==> config.mk <==
export PLATFORM = sky130hd
export DESIGN_NAME = dataMemory
export DESIGN_NICKNAME = d
export VERILOG_FILES = /design/src/common/armPkg.sv /design/src/verilog/dataMemory.sv
export SDC_FILE = /design/constraint.sdc
export NUM_CORES = 2
export LEC_CHECK = 0
export BUFFER_PORTS_ARGS = -buffer_cell sky130_fd_sc_hd__buf_2
export CORE_ASPECT_RATIO = 1.25
export CORE_MARGIN = 2
export CORE_UTILIZATION = 50
export CTS_CLUSTER_SIZE = 8
export DETAILED_ROUTE_END_ITERATION = 8
export PLACE_DENSITY = 0.66
export SYNTH_ARGS = -nofsm -noshare
export SYNTH_HDL_FRONTEND = slang
export SYNTH_SLANG_ARGS = --single-unit
==> constraint.sdc <==
create_clock -name clk -period 7.1 [get_ports clk]
set_input_delay 0 -clock clk [delete_from_list [all_inputs] [get_ports clk]]
set_output_delay 0 -clock clk [all_outputs]
set_load 0.03 [all_outputs]
==> src/test/program.hex <==
// One 32-bit ARM instruction per line in hex, from word address 0 upward
// Column 1 is the instruction word, the comment gives its assembly
E3A0102C  // MOV  r1, #0x2C
E3A02011  // MOV  r2, #0x11
E3A00000  // MOV  r0, #0
E0813002  // ADD  r3, r1, r2
E5803000  // STR  r3, [r0, #0]
E0413002  // SUB  r3, r1, r2
E5803004  // STR  r3, [r0, #4]
E0013002  // AND  r3, r1, r2
E5803008  // STR  r3, [r0, #8]
E1813002  // ORR  r3, r1, r2
E580300C  // STR  r3, [r0, #12]
E1A03201  // MOV  r3, r1, LSL #4
E5803010  // STR  r3, [r0, #16]
E0424001  // SUB  r4, r2, r1
E5804014  // STR  r4, [r0, #20]
E1A03144  // MOV  r3, r4, ASR #2
E5803018  // STR  r3, [r0, #24]
E1A03124  // MOV  r3, r4, LSR #2
E580301C  // STR  r3, [r0, #28]
E1A03261  // MOV  r3, r1, ROR #4
E5803020  // STR  r3, [r0, #32]
E5905004  // LDR  r5, [r0, #4]
E2855001  // ADD  r5, r5, #1
E5805040  // STR  r5, [r0, #0x40]
E3A0C048  // MOV  r12, #0x48
E50C5004  // STR  r5, [r12, #-4]
E3A06003  // MOV  r6, #3
E3A07000  // MOV  r7, #0
E2877005  // loop: ADD r7, r7, #5
E2566001  // SUBS r6, r6, #1
1AFFFFFC  // BNE  loop
E5807048  // STR  r7, [r0, #0x48]
E1510002  // CMP  r1, r2
0A000001  // BEQ  +1, not taken
E3A080A5  // MOV  r8, #0xA5
E580804C  // STR  r8, [r0, #0x4C]
E1510001  // CMP  r1, r1
0A000001  // BEQ  +1, taken
E3A090FF  // MOV  r9, #0xFF
E5809050  // STR  r9, [r0, #0x50]
E3A0905A  // MOV  r9, #0x5A
E5809050  // STR  r9, [r0, #0x50]
EAFFFFFE  // halt: B halt
==> src/common/armPkg.sv <==
`default_nettype none

package armPkg;

    // Memory sizes in 32-bit words
    localparam int IMEM_WORDS  = 128;
    localparam int DMEM_WORDS  = 64;
    localparam int IMEM_ADDR_W = $clog2(IMEM_WORDS);
    localparam int DMEM_ADDR_W = $clog2(DMEM_WORDS);
    localparam int GPR_COUNT   = 15;  // R0-R14, R15 lives in the pc register

    localparam logic [31:0] PC_READ_OFFSET = 32'd8;  // R15 reads as pc + 8
    localparam string PROGRAM_FILE = "/design/src/test/program.hex";

    typedef logic [31:0] word_t;
    typedef logic [3:0]  regIdx_t;

    localparam regIdx_t PC_REG = 4'd15;

    typedef enum logic [3:0] {
        COND_EQ = 4'b0000,
        COND_NE = 4'b0001,
        COND_AL = 4'b1110
    } condCode_e;

    // Data-processing opcode field, only the supported subset is named
    typedef enum logic [3:0] {
        OP_AND = 4'b0000,
        OP_SUB = 4'b0010,
        OP_ADD = 4'b0100,
        OP_CMP = 4'b1010,
        OP_ORR = 4'b1100,
        OP_MOV = 4'b1101
    } aluOp_e;

    typedef enum logic [1:0] {
        SH_LSL = 2'b00,
        SH_LSR = 2'b01,
        SH_ASR = 2'b10,
        SH_ROR = 2'b11
    } shiftType_e;

    typedef struct packed {
        condCode_e   cond;
        logic [1:0]  fmt;       // 2'b00
        logic        immSel;    // I bit
        aluOp_e      opcode;
        logic        setFlags;  // S bit
        regIdx_t     rn;
        regIdx_t     rd;
        logic [11:0] operand2;  // rot/imm8 or shamt/type/rm
    } dpFields_t;

    typedef struct packed {
        condCode_e   cond;
        logic [1:0]  fmt;        // 2'b01
        logic        regOffset;  // Set means register offset, unsupported
        logic        preIndex;
        logic        up;         // Add offset when set
        logic        byteAcc;
        logic        writeBack;
        logic        load;
        regIdx_t     rn;
        regIdx_t     rd;
        logic [11:0] offset;
    } memFields_t;

    typedef struct packed {
        condCode_e   cond;
        logic [1:0]  fmt;    // 2'b10
        logic        fixed;  // Always 1 for B/BL
        logic        link;
        logic [23:0] offset;
    } brFields_t;

    typedef union packed {
        dpFields_t  dp;
        memFields_t mem;
        brFields_t  br;
    } instr_u;

    typedef struct packed {
        logic n;
        logic z;
        logic c;
        logic v;
    } flags_t;

    typedef struct packed {
        condCode_e   cond;
        aluOp_e      aluOp;
        logic        setFlags;
        logic        immSel;
        logic        regWrite;
        regIdx_t     rd;
        regIdx_t     rn;
        regIdx_t     rm;
        logic        memRead;
        logic        memWrite;
        logic        addOffset;
        logic        branch;
        shiftType_e  shType;
        logic [4:0]  shAmt;
        logic [23:0] imm;  // imm8, 12-bit offset or 24-bit branch offset
    } ctrl_t;

    typedef struct packed {
        logic  write;
        word_t addr;
        word_t wdata;
    } memBus_t;

endpackage

`default_nettype wire

==> src/verilog/dataMemory.sv <==
`timescale 1ns/1ps
`default_nettype none

module dataMemory
    import armPkg::*;
(
    input  logic    clk,
    input  memBus_t dataBus,
    output word_t   readData
);

    word_t                  ram [DMEM_WORDS];
    logic [DMEM_ADDR_W-1:0] wordAddr;

    initial begin
        for (int i = 0; i < DMEM_WORDS; i++) begin
            ram[i] = '0;
        end
    end

    assign wordAddr = dataBus.addr[DMEM_ADDR_W+1:2];  // Word index, upper bits wrap

    // Store commits at the edge that ends the instruction
    always_ff @(posedge clk) begin
        if (dataBus.write) begin
            ram[wordAddr] <= dataBus.wdata;
        end
    end

    // Load data is ready in the same cycle
    assign readData = ram[wordAddr];

endmodule

`default_nettype wire

==> flow_metrics.tcl <==
set metrics [dict create \
    fp.coreArea_sq_um 156000 \
    design.portCount 98 \
    drtPass1Iterations 7 \
    hp-class "input port to register" \
    route.antenna.remaining_nets 0 \
    vias 43307 \
    clkTransAtPathRegs_ns 0.05 \
    timing.fmax_mhz 233 \
    startpoint_type "input port" \
    largest_register "ram" \
    floorplan.die_area_sq_um 160000 \
    post_synth_most_frequent_cells "sky130_fd_sc_hd__edfxtp_1, sky130_fd_sc_hd__mux2i_1, sky130_fd_sc_hd__a22oi_1, sky130_fd_sc_hd__a221oi_1, sky130_fd_sc_hd__clkbuf_1" \
    netlist_top_cells_area "sky130_fd_sc_hd__edfxtp_1, sky130_fd_sc_hd__mux2i_1, sky130_fd_sc_hd__mux4_2, sky130_fd_sc_hd__mux2_2, sky130_fd_sc_hd__a221oi_1" \
    critical_path.max_fanout 58 \
    io_buffer_count 71 \
    hold-path-endpoint "ram[43][0]" \
    end_kind "output pin" \
    p_per_area_nw_per_um2 301 \
    synth_fp_nets 4273 \
    clock_path_buffers 4 \
    htree_num_levels 5 \
    largest_registers "ram: 2048 flops" \
    netlist-cell-type-count 55 \
    syn_std_cell_area_sq_um 78300 \
    timing.final.hold_violations 0 \
    detailedPlacementHpwl_microns 117000 \
    synth.top_cell.area_share_pct 78.6 \
    maximum_number_of_pins_on_one_net_before_global_route_repair 79 \
    fill_cells 11364 \
    fin_crit_ns 4.29 \
    post_synth_inst_count 4207 \
    grt_setup_unrepaired "no" \
    detail_route.drc_violations 0 \
    max_ffs_per_register 2048 \
    layout_worst_path_cycle_share_pct 60.5 \
    max_slew.worst_pin.slew_ns 1.41 \
    setup-violations-final 0 \
    number_of_antenna_violations_at_the_first_check_in_global_routing 17 \
    avgSynthCellArea_sq_um 18.6 \
    die_height_microns 446 \
    row_count 162 \
    postCtsSetupBuffers 0 \
    cts_tree "yes" \
    whs_path_depth 4 \
    iteration_0_drc_count_of_the_detailed_router 5540 \
    slew-limit-headroom_pct 3.90 \
    asyncSetResetFlopFracSynth_pct 0 \
    p_leak_nw 29.0 \
    holdCritStartpoint "dataBus[37]" \
    synth_seq_area_share_pct 78.6 \
    global_route.usage.met3_pct 5.03 \
    initial_core_util_pct 50.3 \
    synth_most_common_cell "sky130_fd_sc_hd__edfxtp_1" \
    grt_pass1_wl_microns 305000 \
    outcome "finished clean" \
    first_global_vias 43268 \
    cts.sink_count 2048 \
    die_width_microns 358 \
    synth_largest_area_cell "sky130_fd_sc_hd__edfxtp_1" \
    post_drt_via_cell_ratio 6.62 \
    synthesis.yosys.warnings 0 \
    grt_use_total_pct 26.8 \
    globalRoute.totalOverflow 0 \
    multi_input_comb_area_sq_um 16100 \
    gp_congestion 0.834 \
    flip_flop_and_latch_count_after_synthesis 2048 \
    syn_to_final_growth_pct 14.8 \
    holdWs_ns 0.0887 \
    maxSlewViolCount 0 \
    critical_path_arrival_ns 4.29 \
    synth_flop_cell "sky130_fd_sc_hd__edfxtp_1" \
    seqCellArea_sq_um 61500 \
    total_negative_slack_for_setup_checks_ns 0 \
    grt.met2_usage_pct 43.8 \
    numCtsBuffers 305 \
    cap_violations 0 \
    preCtsSetupSlack_ns 2.79 \
    wl_microns 215000 \
    fraction_of_final_layout_cells_sized_beyond_drive_strength_1_pct 19.3 \
    post_synth_edffs 2048 \
    timing.setup.critical_path_class "input port to output pin" \
    nets 4529 \
    grt.busiest_layer "met2" \
    power.ir.vdd_worst_v 0.000243 \
    globalRouteMet1Util_pct 34.1 \
    postLayoutSetupSlackWorst_ns 2.81 \
    clock_tree.root_cell "sky130_fd_sc_hd__clkbuf_16" \
    drt-wirelength-per-cell_microns 32.8 \
    worst_ep_required_time_ns 7.10 \
    startpoint "dataBus[35]" \
]
==> repair_timing <==
action	in CTS	in global routing
endpoints found under the setup margin	0	0
hold buffers	32	0
endpoints found under the hold margin	2047	0
resized for setup	0	0
==> stage by stage <==
step	cell area [sq um]	util [%]	total power [mW]	cells
3_5_place_dp	81600	52.4	15.0	6174
3_3_place_gp	81600	52.4	15.0	6174
4_1_cts	89800	57.7	27.2	6522
5_1_grt	89800	57.7	27.8	6540
6_report	89800	57.7	27.1	6541
2_1_floorplan	78300	-	14.4	4207
==> cell families (layout without fill, tap and decap cells) <==
family / count (synthesis) / in the layout / share of synthesized area (%)
AND/OR/NAND/NOR: 424 / 424 / 2.83
buffers and inverters: 300 / 565 / 1.70
other: 0 / 19 / 0
flip-flops: 2048 / 2048 / 78.6
AO/OA/AOI/OAI: 933 / 933 / 8.73
multiplexers: 502 / 502 / 8.19
==> cells in the final DEF, fill, tap and decap left out, types with 32 or more instances in the layout <==
| cell | instances |
|---|---|
| sky130_fd_sc_hd__edfxtp_1 | 2048 |
| sky130_fd_sc_hd__clkbuf_16 | 311 |
| sky130_fd_sc_hd__mux2i_1 | 259 |
| sky130_fd_sc_hd__a22oi_1 | 188 |
| sky130_fd_sc_hd__a221oi_1 | 175 |
| sky130_fd_sc_hd__mux2_2 | 147 |
| sky130_fd_sc_hd__buf_4 | 142 |
| sky130_fd_sc_hd__a21oi_1 | 121 |
| sky130_fd_sc_hd__mux4_2 | 96 |
| sky130_fd_sc_hd__o22ai_1 | 93 |
| sky130_fd_sc_hd__and3_1 | 85 |
| sky130_fd_sc_hd__o21ai_0 | 84 |
| sky130_fd_sc_hd__nor2_1 | 75 |
| sky130_fd_sc_hd__o22a_1 | 70 |
| sky130_fd_sc_hd__nor2_4 | 68 |
| sky130_fd_sc_hd__buf_2 | 68 |
| sky130_fd_sc_hd__a22o_1 | 66 |
| sky130_fd_sc_hd__nand3_1 | 53 |
| sky130_fd_sc_hd__a31oi_1 | 43 |
| sky130_fd_sc_hd__dlygate4sd3_1 | 32 |
==> critical path: stages <==
cell and delay (ns):
sky130_fd_sc_hd__buf_8 0.47, sky130_fd_sc_hd__buf_4 0.48, sky130_fd_sc_hd__buf_4 0.70, sky130_fd_sc_hd__mux4_2 0.60
sky130_fd_sc_hd__mux2i_1 0.17, sky130_fd_sc_hd__nor2_1 0.13, sky130_fd_sc_hd__a2111oi_0 1.12, sky130_fd_sc_hd__nand3_1 0.21
sky130_fd_sc_hd__buf_2 0.26
==> metal layers <==
metal | wire length [microns] | share of wire (%)
met4 | 11400 | 5.3
met1 | 79000 | 37
met5 | 82 | 0.038
met3 | 18700 | 8.7
met2 | 106000 | 49
==> layout make-up <==
type	count	area share (%)
Multi-Input combinational cell	1859	17.9
Antenna cell	19	0.0529
Inverter	2	0.0167
Sequential cell	2048	68.4
Clock buffer	311	8.66
Clock inverter	5	0.0822
Timing Repair Buffer	247	2.02
Tap cell	2050	2.85
==> power by group <==
part | internal (mW) | switching [mW]
logic | 0.390 | 0.953
registers | 13.4 | 0.0186
clock network | 7.62 | 4.67
==> worst max path at each step <==
| stage | to | slack (ns) | cells after the start |
|---|---|---|---|
| floorplan | ram[15][0] | 3.86 | 8 |
| global placement | ram[30][20] | 2.80 | 7 |
| detailed placement | ram[30][10] | 2.79 | 7 |
| CTS | readData[15] | 2.94 | 8 |
| global route | readData[14] | 2.76 | 9 |
| finish | readData[14] | 2.81 | 9 |
No activity file was read; power rests on OpenSTA's default activity.
