===== src/test/program.hex =====
// One 32-bit ARM instruction per line in hex, from word address 0 upward
// Column 1 is the instruction word, the comment gives its assembly
E3A0102C  // MOV  r1, #0x2C
E3A02011  // MOV  r2, #0x11
E3A00000  // MOV  r0, #0
E0813002  // ADD  r3, r1, r2
E5803000  // STR  r3, [r0, #0]
E0413002  // SUB  r3, r1, r2
E5803004  // STR  r3, [r0, #4]
E0013002  // AND  r3, r1, r2
E5803008  // STR  r3, [r0, #8]
E1813002  // ORR  r3, r1, r2
E580300C  // STR  r3, [r0, #12]
E1A03201  // MOV  r3, r1, LSL #4
E5803010  // STR  r3, [r0, #16]
E0424001  // SUB  r4, r2, r1
E5804014  // STR  r4, [r0, #20]
E1A03144  // MOV  r3, r4, ASR #2
E5803018  // STR  r3, [r0, #24]
E1A03124  // MOV  r3, r4, LSR #2
E580301C  // STR  r3, [r0, #28]
E1A03261  // MOV  r3, r1, ROR #4
E5803020  // STR  r3, [r0, #32]
E5905004  // LDR  r5, [r0, #4]
E2855001  // ADD  r5, r5, #1
E5805040  // STR  r5, [r0, #0x40]
E3A0C048  // MOV  r12, #0x48
E50C5004  // STR  r5, [r12, #-4]
E3A06003  // MOV  r6, #3
E3A07000  // MOV  r7, #0
E2877005  // loop: ADD r7, r7, #5
E2566001  // SUBS r6, r6, #1
1AFFFFFC  // BNE  loop
E5807048  // STR  r7, [r0, #0x48]
E1510002  // CMP  r1, r2
0A000001  // BEQ  +1, not taken
E3A080A5  // MOV  r8, #0xA5
E580804C  // STR  r8, [r0, #0x4C]
E1510001  // CMP  r1, r1
0A000001  // BEQ  +1, taken
E3A090FF  // MOV  r9, #0xFF
E5809050  // STR  r9, [r0, #0x50]
E3A0905A  // MOV  r9, #0x5A
E5809050  // STR  r9, [r0, #0x50]
EAFFFFFE  // halt: B halt

===== src/common/armPkg.sv =====
`default_nettype none

package armPkg;

    // Memory sizes in 32-bit words
    localparam int IMEM_WORDS  = 128;
    localparam int DMEM_WORDS  = 64;
    localparam int IMEM_ADDR_W = $clog2(IMEM_WORDS);
    localparam int DMEM_ADDR_W = $clog2(DMEM_WORDS);
    localparam int GPR_COUNT   = 15;  // R0-R14, R15 lives in the pc register

    localparam logic [31:0] PC_READ_OFFSET = 32'd8;  // R15 reads as pc + 8
    localparam string PROGRAM_FILE = "/design/src/test/program.hex";

    typedef logic [31:0] word_t;
    typedef logic [3:0]  regIdx_t;

    localparam regIdx_t PC_REG = 4'd15;

    typedef enum logic [3:0] {
        COND_EQ = 4'b0000,
        COND_NE = 4'b0001,
        COND_AL = 4'b1110
    } condCode_e;

    // Data-processing opcode field, only the supported subset is named
    typedef enum logic [3:0] {
        OP_AND = 4'b0000,
        OP_SUB = 4'b0010,
        OP_ADD = 4'b0100,
        OP_CMP = 4'b1010,
        OP_ORR = 4'b1100,
        OP_MOV = 4'b1101
    } aluOp_e;

    typedef enum logic [1:0] {
        SH_LSL = 2'b00,
        SH_LSR = 2'b01,
        SH_ASR = 2'b10,
        SH_ROR = 2'b11
    } shiftType_e;

    typedef struct packed {
        condCode_e   cond;
        logic [1:0]  fmt;       // 2'b00
        logic        immSel;    // I bit
        aluOp_e      opcode;
        logic        setFlags;  // S bit
        regIdx_t     rn;
        regIdx_t     rd;
        logic [11:0] operand2;  // rot/imm8 or shamt/type/rm
    } dpFields_t;

    typedef struct packed {
        condCode_e   cond;
        logic [1:0]  fmt;        // 2'b01
        logic        regOffset;  // Set means register offset, unsupported
        logic        preIndex;
        logic        up;         // Add offset when set
        logic        byteAcc;
        logic        writeBack;
        logic        load;
        regIdx_t     rn;
        regIdx_t     rd;
        logic [11:0] offset;
    } memFields_t;

    typedef struct packed {
        condCode_e   cond;
        logic [1:0]  fmt;    // 2'b10
        logic        fixed;  // Always 1 for B/BL
        logic        link;
        logic [23:0] offset;
    } brFields_t;

    typedef union packed {
        dpFields_t  dp;
        memFields_t mem;
        brFields_t  br;
    } instr_u;

    typedef struct packed {
        logic n;
        logic z;
        logic c;
        logic v;
    } flags_t;

    typedef struct packed {
        condCode_e   cond;
        aluOp_e      aluOp;
        logic        setFlags;
        logic        immSel;
        logic        regWrite;
        regIdx_t     rd;
        regIdx_t     rn;
        regIdx_t     rm;
        logic        memRead;
        logic        memWrite;
        logic        addOffset;
        logic        branch;
        shiftType_e  shType;
        logic [4:0]  shAmt;
        logic [23:0] imm;  // imm8, 12-bit offset or 24-bit branch offset
    } ctrl_t;

    typedef struct packed {
        logic  write;
        word_t addr;
        word_t wdata;
    } memBus_t;

endpackage

`default_nettype wire


===== src/core/registerFile.sv =====
`timescale 1ns/1ps
`default_nettype none

module registerFile
    import armPkg::*;
(
    input  logic  clk,
    input  logic  rst,
    input  ctrl_t ctrl,
    input  logic  condPass,
    input  word_t aluResult,
    input  word_t readData,
    input  word_t branchTarget,
    output word_t pc,
    output word_t rn,
    output word_t rm,
    output word_t rd
);

    word_t regs [GPR_COUNT];
    word_t pcReg;
    word_t pcRead;     // Value seen when R15 is a source
    word_t writeData;

    assign pc     = pcReg;
    assign pcRead = pcReg + PC_READ_OFFSET;

    always_comb begin
        rn = (ctrl.rn == PC_REG) ? pcRead : regs[ctrl.rn];
        rm = (ctrl.rm == PC_REG) ? pcRead : regs[ctrl.rm];
        rd = (ctrl.rd == PC_REG) ? pcRead : regs[ctrl.rd];  // Store data
    end

    assign writeData = ctrl.memRead ? readData : aluResult;

    always_ff @(posedge clk) begin
        if (rst) begin
            pcReg <= '0;
            for (int i = 0; i < GPR_COUNT; i++) begin
                regs[i] <= '0;
            end
        end else begin
            if (ctrl.branch && condPass) begin
                pcReg <= branchTarget;
            end else begin
                pcReg <= pcReg + 32'd4;
            end
            // Writes to R15 are not part of the subset
            if (ctrl.regWrite && condPass && (ctrl.rd != PC_REG)) begin
                regs[ctrl.rd] <= writeData;
            end
        end
    end

endmodule

`default_nettype wire


===== config.mk =====
export PLATFORM = sky130hd
export DESIGN_NAME = registerFile
export DESIGN_NICKNAME = d
export VERILOG_FILES = /design/src/common/armPkg.sv /design/src/core/registerFile.sv
export SDC_FILE = /design/constraint.sdc
export NUM_CORES = 1
export LEC_CHECK = 0
export BUFFER_PORTS_ARGS = -buffer_cell sky130_fd_sc_hd__buf_4
export CAP_MARGIN = 20
export CELL_PAD_IN_SITES_DETAIL_PLACEMENT = 1
export CELL_PAD_IN_SITES_GLOBAL_PLACEMENT = 2
export CORE_MARGIN = 2
export CORE_UTILIZATION = 29
export CTS_BUF_LIST = sky130_fd_sc_hd__clkbuf_8
export CTS_CLUSTER_SIZE = 14
export DETAILED_ROUTE_END_ITERATION = 10
export GPL_TIMING_DRIVEN = 1
export PLACE_DENSITY_LB_ADDON = 0.08
export SYNTH_ARGS = -nofsm -noshare
export SYNTH_HDL_FRONTEND = slang
export SYNTH_SLANG_ARGS = --single-unit

===== constraint.sdc =====
create_clock -name clk -period 5.4 [get_ports clk]
set_clock_uncertainty 0.15 [all_clocks]
set_input_delay 1.08 -clock clk [delete_from_list [all_inputs] [get_ports clk]]
set_output_delay 1.08 -clock clk [all_outputs]
set_load 0.01 [all_outputs]

==> results.sh <==
export IMPL_status="complete, no violations"
export IMPL_wire_per_inst_um=35.69
export IMPL_rsz0062_at_grt="false"
export IMPL_syn2layout_area_growth_pct=19.11
export IMPL_core_mm2=0.1090
export IMPL_tritoncts="yes"
export IMPL_dieArea_mm2=0.1127
export IMPL_grt_pass1_wl_um=215300
export IMPL_numCtsBuffers=107
export IMPL_power_density_mw_per_mm2=295.2
export IMPL_synth_common_cells="nor2_1, edfxtp_1, mux4_2"
export IMPL_synth_top_area_share_pct=46.10
export IMPL_crit_slowest_cell="nor4_2"
export IMPL_clockRootBuffer="clkbuf_8"
export IMPL_yosys_warnings=0
export IMPL_synth_area_per_cell_um2=12.13
export IMPL_cts_sinks=522
export IMPL_reg2reg_depth=6
export IMPL_path_clk_slew_ns=0.05
export IMPL_die_w_um=335.7
export IMPL_cts_resized=0
export IMPL_crit_chain="ha_1 -> nand2_1 -> nor4_2 -> buf_4 -> nand3_1 -> xor2_1 -> buf_4 -> a211oi_1 -> buf_4"
export IMPL_top_level_ports=285
export IMPL_setup_worst_path_class="register to output port"
export IMPL_finalCritPeriodShare_pct=96.09
export IMPL_rows=121
export IMPL_routed_via_density=5.894
export IMPL_ant_nets=0
export IMPL_grt_usage_pct=27.38
export IMPL_ys_flop_type="edfxtp_1"
export IMPL_critPathMaxStageDelay_ns=0.66
export IMPL_maxCapViolCount=0
export IMPL_hold_path_depth=3
export IMPL_clkLatencyLatePin_ns=0.77
export IMPL_start_util_pct=29.28
export IMPL_netlist_instances=2631
export IMPL_fmax_mhz=192.7
export IMPL_dp_final_hpwl_um=100700
export IMPL_critPathArrivalTime_ns=3.96
export IMPL_fp_dieH_um=335.7
export IMPL_crit_top_cell="buf_4"
export IMPL_first_pass_iters=5
export IMPL_yosysSeqAreaShare_pct=48.11
export IMPL_ys_types=74
export IMPL_crit_fanout=7
export IMPL_final_core_util_pct=34.87
export IMPL_post_place_ws_ns=0.5308
export IMPL_htree_levels=3
export IMPL_fin_cells=4399
export IMPL_drc=0
export IMPL_setup_viol=0
export IMPL_gp_congestion=0.8455
export IMPL_tns_ns=0
export IMPL_vdd_ir_drop_max_mv=0.1570
export IMPL_placed_cells=4190
export IMPL_hp_class="primary input to register"
export IMPL_grt_remaining_overflow=0
export IMPL_antenna_found_initial=3
export IMPL_ys_ff_latch=522
export IMPL_clock_path_buffers=3
export IMPL_yosys_area_top_type="edfxtp_1"
export IMPL_final_max_slew_viol_count=0
export IMPL_synth_most_common_cell="nor2_1"
export IMPL_grt_start_max_net_pins=77
export IMPL_drtIter0Drc=2256
export IMPL_leakagePower_nw=13.83
export IMPL_yosys_top_cells_area="edfxtp_1, mux4_2, nor2_1, mux2i_1, dfxtp_1"
export IMPL_cts_hold_buf=0
export IMPL_final_min_clock_period_ns=5.189
export IMPL_finalWorstSetupSlack_ns=0.2114
export IMPL_postCtsSetupBuffers=0
export IMPL_worstPathRequired_ns=4.17
export IMPL_syn_cell_area_mm2=0.03191
export IMPL_slew_headroom_pct=19.81
export IMPL_via_count=25930
export IMPL_io_buffers=241
export IMPL_async_flop_share_pct=0
export IMPL_placement_cell_area_mm2=0.03583
export IMPL_drt_wl_total_um=157000
export IMPL_endpoint_kind="output port"
export IMPL_worstMarginPinSlew_ns=1.194
export IMPL_synth_edf_count=490
export IMPL_grt_pass1_vias=26900
export IMPL_nNetsFinal=3051
export IMPL_hold_viol=0
export IMPL_cp_start_kind="register"
export IMPL_drive_gt1_share_pct=30.62
export IMPL_final_area_mm2=0.03801
-- cells by family (layout without fill, tap and decap cells) --
| family | Yosys count | count (layout) | share of synthesized area [%] |
|---|---|---|---|
| xor gates and xnor gates | 53 | 53 | 1.454 |
| and+or+nand+nor | 831 | 831 | 11.33 |
| buffers and inverters | 295 | 637 | 4.579 |
| AOI/OAI and AO/OA | 465 | 465 | 9.770 |
| other | 1 | 13 | 0.01175 |
| muxes | 462 | 462 | 24.66 |
| adders and majority gates | 2 | 2 | 0.07840 |
| DFF | 522 | 522 | 48.11 |
-- placed cells by master, fill, tap and decap left out, types with 6 or more instances in the layout --
master / n
a211oi_1: 44
a21oi_1: 86
a221oi_1: 32
a22o_1: 9
a22oi_1: 14
a31o_2: 7
a31oi_1: 14
a32oi_1: 6
buf_12: 22
buf_4: 389
bufinv_16: 8
clkbuf_8: 115
clkinv_1: 27
clkinv_2: 14
conb_1: 10
dfxtp_1: 32
edfxtp_1: 490
inv_1: 57
mux2_2: 50
mux2i_1: 159
mux4_1: 8
mux4_2: 238
nand2_1: 108
nand2_2: 13
nand2b_1: 29
nand2b_2: 15
nand3_1: 26
nand4_1: 16
nor2_1: 554
nor2b_1: 9
nor3_1: 10
o211ai_1: 6
o21ai_0: 83
o221ai_1: 49
o22ai_1: 82
xnor2_1: 22
xor2_1: 31
-- worst max-delay path: cells and delay by family (launching register included) --
family / cells / cell delay, ns
AND/OR/NAND/NOR: 3 / 0.92
buffers and inverters: 3 / 0.70
flip-flops: 1 / 0.63
AO/OA/AOI/OAI: 1 / 0.42
adder cells (fa/ha/maj): 1 / 0.34
XOR/XNOR: 1 / 0.19
-- layer usage --
| layer | global-route usage (%) | up-vias | routed length (um) |
|---|---|---|---|
| li1 | - | 10710 | - |
| met1 | 36.10 | 13850 | 66570 |
| met2 | 44.55 | 1103 | 73490 |
| met3 | 5.438 | 270 | 10750 |
| met4 | 10.05 | 0 | 6198 |
| met5 | 0 | - | 0 |
-- per-stage QoR --
| stage | total power [mW] | hold WS, ns |
|---|---|---|
| finish | 11.22 | 0.4316 |
| CTS | 11.31 | 0.3678 |
| global placement | 6.994 | 0.4405 |
| detailed placement | 7.031 | 0.4552 |
| global route | 11.60 | 0.4043 |
| floorplan | 6.009 | 0.3666 |
-- where the power goes --
| part | internal, mW | switching (mW) | total [mW] |
|---|---|---|---|
| registers | 4.66 | 0.207 | 4.86 |
| clock network | 2.30 | 1.97 | 4.27 |
| logic | 0.876 | 1.22 | 2.09 |
-- area by class of cell --
cell class | instances | area [um2]
diodes | 3 | 7.507
clock buffers | 113 | 1555
clock inverters | 86 | 554.3
fillers | 11700 | 70990
inverters | 21 | 78.83
multi-input cells | 1823 | 15250
flip-flops and latches | 522 | 15350
well taps | 1414 | 1769
repair buffers | 417 | 3441
-- flip-flops by register name (all words and copies together), names as in the netlist --
name  count
regs    490
pc       32
-- worst paths after layout --
check	slack [ns]	start	end
setup reg to reg	2.45	pc[2]$_SDFF_PP0_	pc[28]$_SDFF_PP0_
setup / recovery	0.21	pc[3]$_SDFF_PP0_	rn[17]
hold reg to reg	0.45	pc[0]$_SDFFE_PP0P_	pc[0]$_SDFFE_PP0P_
hold / removal	0.43	branchTarget[0]	pc[0]$_SDFFE_PP0P_
(Power assumes the default switching activity.)
