### config.mk
export PLATFORM = sky130hd
export DESIGN_NAME = controlDecoder
export DESIGN_NICKNAME = d
export VERILOG_FILES = /design/src/common/armPkg.sv /design/src/core/controlDecoder.sv
export SDC_FILE = /design/constraint.sdc
export NUM_CORES = 1
export LEC_CHECK = 0
export BUFFER_PORTS_ARGS = -buffer_cell sky130_fd_sc_hd__clkbuf_2
export CORE_MARGIN = 8
export CORE_UTILIZATION = 35
export DETAILED_ROUTE_END_ITERATION = 12
export GPL_TIMING_DRIVEN = 0
export PLACE_DENSITY = 0.91
export SETUP_SLACK_MARGIN = 0.02
export SLEW_MARGIN = 30
export SYNTH_ARGS = -nofsm -noshare
export SYNTH_HDL_FRONTEND = slang
export SYNTH_SLANG_ARGS = --single-unit
### constraint.sdc
create_clock -name vclk -period 2.4
set_input_delay 0.36 -clock vclk [all_inputs]
set_output_delay 0.36 -clock vclk [all_outputs]
set_load 0.1 [all_outputs]
### src/test/program.hex
// One 32-bit ARM instruction per line in hex, from word address 0 upward
// Column 1 is the instruction word, the comment gives its assembly
E3A0102C  // MOV  r1, #0x2C
E3A02011  // MOV  r2, #0x11
E3A00000  // MOV  r0, #0
E0813002  // ADD  r3, r1, r2
E5803000  // STR  r3, [r0, #0]
E0413002  // SUB  r3, r1, r2
E5803004  // STR  r3, [r0, #4]
E0013002  // AND  r3, r1, r2
E5803008  // STR  r3, [r0, #8]
E1813002  // ORR  r3, r1, r2
E580300C  // STR  r3, [r0, #12]
E1A03201  // MOV  r3, r1, LSL #4
E5803010  // STR  r3, [r0, #16]
E0424001  // SUB  r4, r2, r1
E5804014  // STR  r4, [r0, #20]
E1A03144  // MOV  r3, r4, ASR #2
E5803018  // STR  r3, [r0, #24]
E1A03124  // MOV  r3, r4, LSR #2
E580301C  // STR  r3, [r0, #28]
E1A03261  // MOV  r3, r1, ROR #4
E5803020  // STR  r3, [r0, #32]
E5905004  // LDR  r5, [r0, #4]
E2855001  // ADD  r5, r5, #1
E5805040  // STR  r5, [r0, #0x40]
E3A0C048  // MOV  r12, #0x48
E50C5004  // STR  r5, [r12, #-4]
E3A06003  // MOV  r6, #3
E3A07000  // MOV  r7, #0
E2877005  // loop: ADD r7, r7, #5
E2566001  // SUBS r6, r6, #1
1AFFFFFC  // BNE  loop
E5807048  // STR  r7, [r0, #0x48]
E1510002  // CMP  r1, r2
0A000001  // BEQ  +1, not taken
E3A080A5  // MOV  r8, #0xA5
E580804C  // STR  r8, [r0, #0x4C]
E1510001  // CMP  r1, r1
0A000001  // BEQ  +1, taken
E3A090FF  // MOV  r9, #0xFF
E5809050  // STR  r9, [r0, #0x50]
E3A0905A  // MOV  r9, #0x5A
E5809050  // STR  r9, [r0, #0x50]
EAFFFFFE  // halt: B halt
### src/common/armPkg.sv
`default_nettype none

package armPkg;

    // Memory sizes in 32-bit words
    localparam int IMEM_WORDS  = 128;
    localparam int DMEM_WORDS  = 64;
    localparam int IMEM_ADDR_W = $clog2(IMEM_WORDS);
    localparam int DMEM_ADDR_W = $clog2(DMEM_WORDS);
    localparam int GPR_COUNT   = 15;  // R0-R14, R15 lives in the pc register

    localparam logic [31:0] PC_READ_OFFSET = 32'd8;  // R15 reads as pc + 8
    localparam string PROGRAM_FILE = "/design/src/test/program.hex";

    typedef logic [31:0] word_t;
    typedef logic [3:0]  regIdx_t;

    localparam regIdx_t PC_REG = 4'd15;

    typedef enum logic [3:0] {
        COND_EQ = 4'b0000,
        COND_NE = 4'b0001,
        COND_AL = 4'b1110
    } condCode_e;

    // Data-processing opcode field, only the supported subset is named
    typedef enum logic [3:0] {
        OP_AND = 4'b0000,
        OP_SUB = 4'b0010,
        OP_ADD = 4'b0100,
        OP_CMP = 4'b1010,
        OP_ORR = 4'b1100,
        OP_MOV = 4'b1101
    } aluOp_e;

    typedef enum logic [1:0] {
        SH_LSL = 2'b00,
        SH_LSR = 2'b01,
        SH_ASR = 2'b10,
        SH_ROR = 2'b11
    } shiftType_e;

    typedef struct packed {
        condCode_e   cond;
        logic [1:0]  fmt;       // 2'b00
        logic        immSel;    // I bit
        aluOp_e      opcode;
        logic        setFlags;  // S bit
        regIdx_t     rn;
        regIdx_t     rd;
        logic [11:0] operand2;  // rot/imm8 or shamt/type/rm
    } dpFields_t;

    typedef struct packed {
        condCode_e   cond;
        logic [1:0]  fmt;        // 2'b01
        logic        regOffset;  // Set means register offset, unsupported
        logic        preIndex;
        logic        up;         // Add offset when set
        logic        byteAcc;
        logic        writeBack;
        logic        load;
        regIdx_t     rn;
        regIdx_t     rd;
        logic [11:0] offset;
    } memFields_t;

    typedef struct packed {
        condCode_e   cond;
        logic [1:0]  fmt;    // 2'b10
        logic        fixed;  // Always 1 for B/BL
        logic        link;
        logic [23:0] offset;
    } brFields_t;

    typedef union packed {
        dpFields_t  dp;
        memFields_t mem;
        brFields_t  br;
    } instr_u;

    typedef struct packed {
        logic n;
        logic z;
        logic c;
        logic v;
    } flags_t;

    typedef struct packed {
        condCode_e   cond;
        aluOp_e      aluOp;
        logic        setFlags;
        logic        immSel;
        logic        regWrite;
        regIdx_t     rd;
        regIdx_t     rn;
        regIdx_t     rm;
        logic        memRead;
        logic        memWrite;
        logic        addOffset;
        logic        branch;
        shiftType_e  shType;
        logic [4:0]  shAmt;
        logic [23:0] imm;  // imm8, 12-bit offset or 24-bit branch offset
    } ctrl_t;

    typedef struct packed {
        logic  write;
        word_t addr;
        word_t wdata;
    } memBus_t;

endpackage

`default_nettype wire

### src/core/controlDecoder.sv
`timescale 1ns/1ps
`default_nettype none

module controlDecoder
    import armPkg::*;
(
    input  instr_u instr,
    output ctrl_t  ctrl
);

    logic condOk;
    logic dpOk;
    logic memOk;
    logic brOk;

    // Only EQ, NE and AL are executed, other conditions turn into no-ops
    assign condOk = (instr.dp.cond == COND_EQ) || (instr.dp.cond == COND_NE) ||
                    (instr.dp.cond == COND_AL);

    always_comb begin
        dpOk = instr.dp.opcode inside {OP_AND, OP_SUB, OP_ADD, OP_ORR, OP_CMP, OP_MOV};
        dpOk = dpOk && (instr.dp.immSel || !instr.dp.operand2[4]);  // No register shift amount
        memOk = !instr.mem.regOffset && instr.mem.preIndex && !instr.mem.byteAcc &&
                !instr.mem.writeBack;
        brOk = instr.br.fixed && !instr.br.link;  // Plain B only

        ctrl = '0;
        case (instr.dp.fmt)
            2'b00: begin
                if (condOk && dpOk) begin
                    ctrl.cond     = instr.dp.cond;
                    ctrl.aluOp    = instr.dp.opcode;
                    ctrl.immSel   = instr.dp.immSel;
                    ctrl.rn       = instr.dp.rn;
                    ctrl.rd       = instr.dp.rd;
                    ctrl.rm       = instr.dp.operand2[3:0];
                    ctrl.setFlags = instr.dp.setFlags || (instr.dp.opcode == OP_CMP);
                    ctrl.regWrite = (instr.dp.opcode != OP_CMP);
                    if (instr.dp.immSel) begin
                        // Rotated immediate goes through the shifter as ROR by 2*rot
                        ctrl.shType = SH_ROR;
                        ctrl.shAmt  = {instr.dp.operand2[11:8], 1'b0};
                        ctrl.imm    = {16'b0, instr.dp.operand2[7:0]};
                    end else begin
                        ctrl.shType = shiftType_e'(instr.dp.operand2[6:5]);
                        ctrl.shAmt  = instr.dp.operand2[11:7];
                    end
                end
            end
            2'b01: begin
                if (condOk && memOk) begin
                    ctrl.cond      = instr.mem.cond;
                    ctrl.aluOp     = OP_ADD;
                    ctrl.immSel    = 1'b1;
                    ctrl.rn        = instr.mem.rn;
                    ctrl.rd        = instr.mem.rd;  // Load target or store source
                    ctrl.regWrite  = instr.mem.load;
                    ctrl.memRead   = instr.mem.load;
                    ctrl.memWrite  = !instr.mem.load;
                    ctrl.addOffset = instr.mem.up;
                    ctrl.imm       = {12'b0, instr.mem.offset};
                end
            end
            2'b10: begin
                if (condOk && brOk) begin
                    ctrl.cond   = instr.br.cond;
                    ctrl.branch = 1'b1;
                    ctrl.imm    = instr.br.offset;
                end
            end
            default: begin
                ctrl = '0;  // Coprocessor space
            end
        endcase
    end

endmodule

`default_nettype wire

==> flow_summary.ini, run 1 <==
[outcome]
status = complete, no violations

[synthesis]
syn_inst = 93
syn_area_um2 = 643
synth_area_leaders = and2_1, nor3b_1, o21a_1
synth_top_area_frac = 0.350
synth-seq-area-share = 0
syn-num-nets = 125
synth_area_per_cell_um2 = 6.92
yosys_warnings = 0
yosysTopAreaCell = and2_1
synth_cell_types = 29

[layout]
area_growth_pct = 101
final_cells = 209
fin_util = 0.750
fill_cells = 132
final_layout_size_suffix_gt1_frac = 0.685
nClkBuffers = 0
layout_common_cells = clkbuf_2, clkbuf_4, and2_1, nor3b_2, and2_4
final_area_um2 = 1290
final_common_cell = clkbuf_2
seq_cell_count = 0
antenna_cells = 0
nets = 218
regArea_um2 = 0

[drt]
num_vias = 1022
drc = 0
routed_wl_um = 3070
ant_nets = 0
dr.pass1.iters = 4
first_iter_violations = 8
vias_per_cell = 4.89
wire_per_inst_um = 14.7

[worst_hold_path]
min_path_type = input pin to output pin
hp-start = instr[28]
worstHoldEndpoint = ctrl[54]
min_path_cells = 3

[power_and_ir_drop]
power_density_nw_per_um2 = 119
ir_drop_v = 0.0000941
p_leak_nw = 0.687
finalPower_mw = 0.154

[placement]
placed_cells = 208
place.gp.congestion = 0.850
placed_cell_area_um2 = 1200
port_buffers = 90
dp_hpwl_um = 2610
place_ws_ns = -0.0888

[setup_path]
critical_path.slowest_cell = clkbuf_4
critPathMaxStageDelay_ns = 0.32
cp_top_family = simple AND/OR/NAND/NOR gates
cp_max_fo = 10
crit_buf_inv = 3
worstSetupStartpointType = input pin
criticalPathCategory = input pin to output pin
cp.arrival_ns = 1.91
path_cells = clkbuf_2, nor3_2, nor2_4, nor4_4, clkbuf_4, and2_4, clkbuf_4
crit_path_frequent_cell = clkbuf_4
critPathRequiredTime_ns = 2.04
cp-end-kind = output pin

[timing]
clock.fmax_ghz = 0.440
drv_slew = 0
fin_crit_sh = 0.947
whs_ns = 1.16
worstMarginPinSlew_ns = 0.559
min_period_ns = 2.27
setup_slack_ns = 0.128
setup_tns_ns = 0
hold_viol = 0
setup_viol = 0
slew_headroom = 0.629

[global_route]
grt-ovfl-total = 0
grt_pass1_vias = 1049
antenna_found_initial = 0
grt_pass1_wl_um = 4610
gr-usage-all-layers = 0.157
grt_max_degree = 11

[floorplan]
initial_utilization = 0.372
die_area_um2 = 3470
core_um2 = 1730
rows = 15
die_h_um = 58.9
die_x_um = 58.9
io_pins = 90

[run]
maxCapViolCount = 0
==> what timing repair did <==
item,4_1_cts,5_1_grt
hold buffers,0,0
pin swaps,0,1
resized for setup,28,15
setup endpoints to repair,28,52
setup buffers,0,1
==> layer usage <==
metal	routed length (µm)	global-route usage	vias up	share of wire
met3	345	0.0609	4	0.11
li1	-	-	509	-
met5	0	0	-	0
met4	43	0.0205	0	0.014
met1	1150	0.160	451	0.37
met2	1530	0.299	58	0.50
==> area by class of cell <==
class / instances / area [µm²] / area share
inverter: 3 / 11.3 / 0.00870
buffer: 3 / 23.8 / 0.0184
multi-input combinational: 87 / 698 / 0.539
tap: 25 / 31.3 / 0.0242
timing repair buffer: 91 / 531 / 0.410
==> where the power goes <==
| group | internal, mW | switching (mW) | total [mW] |
|---|---|---|---|
| clock | 0 | 0 | 0 |
| sequential | 0 | 0 | 0 |
| combinational | 0.0461 | 0.108 | 0.154 |
==> synth_stat cells, types with 2 or more instances <==
| library cell | instances |
|---|---|
| a21oi_1 | 3 |
| and2_1 | 36 |
| and3_1 | 2 |
| inv_1 | 3 |
| nand2b_1 | 4 |
| nand4_1 | 2 |
| nor2_1 | 5 |
| nor3_1 | 2 |
| nor3b_1 | 9 |
| nor4_4 | 2 |
| o21a_1 | 7 |
==> logic make-up after synthesis <==
| family | Yosys count | share of synthesized area |
|---|---|---|
| AOI/OAI and AO/OA | 18 | 0.204 |
| buffers and inverters | 6 | 0.0486 |
| and+or+nand+nor | 69 | 0.747 |
==> worst max-delay path by stage <==
stage / to / slack [ns] / start / cells after the start
5_1_grt: ctrl[10] / -0.02 / instr[27] / 6
2_1_floorplan: ctrl[48] / -0.51 / instr[28] / 4
4_1_cts: ctrl[50] / 0.04 / instr[29] / 7
6_report: ctrl[13] / 0.13 / instr[29] / 7
3_5_place_dp: ctrl[50] / -0.09 / instr[29] / 7
3_3_place_gp: ctrl[28] / -0.05 / instr[29] / 7
Power figures use the tool's default switching activity.
==> run 2, diff against run 1 <==
CORE_UTILIZATION = 29   (was 35)
PLACE_DENSITY = 0.8   (was 0.91)
RECOVER_POWER = 50   (was unset)
clock period = 1.87 ns   (was 2.4 ns; I/O delays follow)
==> flow_summary.ini, run 2 <==
[placement]
place.gp.congestion = 0.746
place_ws_ns = -0.650
dp_hpwl_um = 2910
port_buffers = 90

[synthesis]
syn_area_um2 = 643
synth_cell_types = 29
synth_area_leaders = and2_1, nor3b_1, o21a_1
yosysTopAreaCell = and2_1
synth_common_cells = and2_1, nor3b_1, o21a_1, nor2_1, nand2b_1
synth_area_per_cell_um2 = 6.92
synth_most_common_cell = and2_1
syn_inst = 93
synth-seq-area-share = 0
syn-num-nets = 125
yosys_warnings = 0
synth_top_area_frac = 0.350

[floorplan]
die_h_um = 63.1
die_x_um = 63.1
rows = 17
io_pins = 90
initial_utilization = 0.299

[clock_network]
cts_resized = 185
postCtsSetupRepairBufs = 19
cts_hold_buf = 0

[outcome]
stop_stage = clock tree synthesis (4_1_cts)
status = aborted with a tool error
error = [ERROR DPL-0038] Utilization greater than 100%, impossible to legalize
run 2: kinds of logic after synthesis:
group | count (synthesis) | synth area share
and+or+nand+nor | 69 | 0.747
buffers and inverters | 6 | 0.0486
AOI/OAI and AO/OA | 18 | 0.204
run 2: stage by stage:
step | hold slack (ns) | instances | area (µm²)
2_1_floorplan | 0.670 | 93 | 976
3_3_place_gp | 1.11 | 211 | 1460
3_5_place_dp | 1.12 | 211 | 1460
==> run 3, diff against run 2 <==
CORE_AREA = 8 8 69 71   (was unset)
CORE_MARGIN = unset   (was 8)
CORE_UTILIZATION = unset   (was 29)
DIE_AREA = 0 0 77 79   (was unset)
PLACE_DENSITY = unset   (was 0.8)
PLACE_DENSITY_LB_ADDON = 0.15   (was unset)
SETUP_SLACK_MARGIN = unset   (was 0.02)
clock period = 2.4 ns   (was 1.87 ns; I/O delays follow)
==> flow_summary.ini, run 3 (synthesis gave the netlist of run 1 again) <==
[power_and_ir_drop]
ir_drop_v = 0.0000450
p_sw_mw = 0.106
power.internal_mw = 0.0462
pwr-share-comb = 1.000
p_leak_nw = 0.682
sequentialPowerShare = 0
pwr-share-clk = 0
power_density_nw_per_um2 = 116
finalPower_mw = 0.152
sw_frac_of_total = 0.697

[drt]
dr.pass1.iters = 4
vias_per_cell = 4.43
ant_nets = 0
routed_wl_um = 3350
first_iter_violations = 10
wire_per_inst_um = 14.3
drc = 0
num_vias = 1040

[floorplan]
initial_utilization = 0.169
rows = 23
die_h_um = 79
die_area_um2 = 6080
core_um2 = 3800
io_pins = 90
die_x_um = 77

[placement]
dp_hpwl_um = 2840
port_buffers = 90
placed_cells = 233
place.gp.congestion = 0.744
placed_cell_area_um2 = 1230
place_ws_ns = -0.151

[run]
maxCapViolCount = 0

[setup_path]
cp_top_family = simple AND/OR/NAND/NOR gates
critical_path.slowest_cell = clkbuf_4
cp_max_fo = 10
cp-end-kind = output pin
criticalPathCategory = input pin to output pin
crit_buf_inv = 4
worstSetupStartpointType = input pin
cp.arrival_ns = 1.94
critPathMaxStageDelay_ns = 0.32
critPathRequiredTime_ns = 2.04
path_cells = clkbuf_1, nor3_2, nor2_4, nor4_4, buf_4, buf_6, and2_1, clkbuf_4

[timing]
fin_crit_sh = 0.958
setup_viol = 0
grt_setup_unrepaired = no
setup_slack_ns = 0.0997
slew_headroom = 0.631
min_period_ns = 2.30
worstMarginPinSlew_ns = 0.556
whs_ns = 1.15
clock.fmax_ghz = 0.435
hold_viol = 0
drv_slew = 0
setup_tns_ns = 0

[global_route]
antenna_found_initial = 0
grt_pass1_vias = 1096
gr-usage-all-layers = 0.100
grt-ovfl-total = 0
grt_max_degree = 11
grt_pass1_wl_um = 5320

[layout]
antenna_cells = 0
seq_cell_count = 0
nets = 219
area_growth_pct = 104
fin_util = 0.346
regArea_um2 = 0
final_layout_size_suffix_gt1_frac = 0.627
final_common_cell = clkbuf_2
final_area_um2 = 1310
nClkBuffers = 0
layout_common_cells = clkbuf_2, clkbuf_4, and2_1, buf_4, and2_4
fill_cells = 428
multi_input_area_um2 = 659
final_cells = 235

[outcome]
status = complete, no violations

[worst_hold_path]
min_path_type = input pin to output pin
-- run 3: routing by layer --
metal  part of all wire  routed length (µm)  vias up  global-route usage
met1               0.46                1540      459               0.125
met2               0.42                1410       69               0.162
li1                   -                   -      512                   -
met4                  0                   0        0             0.00189
met3               0.12                 395        0              0.0463
met5                  0                   0        -                   0
-- run 3: tightest hold or removal path, cell delays in order --
cell      delay, ns
clkbuf_2       0.09
and2_4         0.12
buf_4          0.22
-- run 3: power groups by stage --
stage	clock (mW)	combinational [mW]	sequential (mW)
after floorplan	0	0.0978	0
after global placement	0	0.149	0
after detailed placement	0	0.151	0
after CTS	0	0.154	0
after global routing	0	0.164	0
final	0	0.152	0
-- run 3: area by class of cell --
class,count,area share
plain buffers,3,0.0181
inverters,3,0.00857
multi-input cells,87,0.502
well taps,50,0.0476
repair buffers,92,0.424
-- run 3: what timing repair did --
| action | in CTS | in global routing |
|---|---|---|
| resized for setup | 37 | 19 |
| pin swaps | 1 | 2 |
| hold buffers | 0 | 0 |
| setup endpoints to repair | 39 | 53 |
| setup buffers | 0 | 2 |
| gates cloned | 0 | 0 |
-- run 3: final timing paths --
| check | start | endpoint | depth (start not counted) |
|---|---|---|---|
| worst max-delay path | instr[29] | ctrl[28] | 8 |
| worst min-delay path | instr[13] | ctrl[13] | 3 |
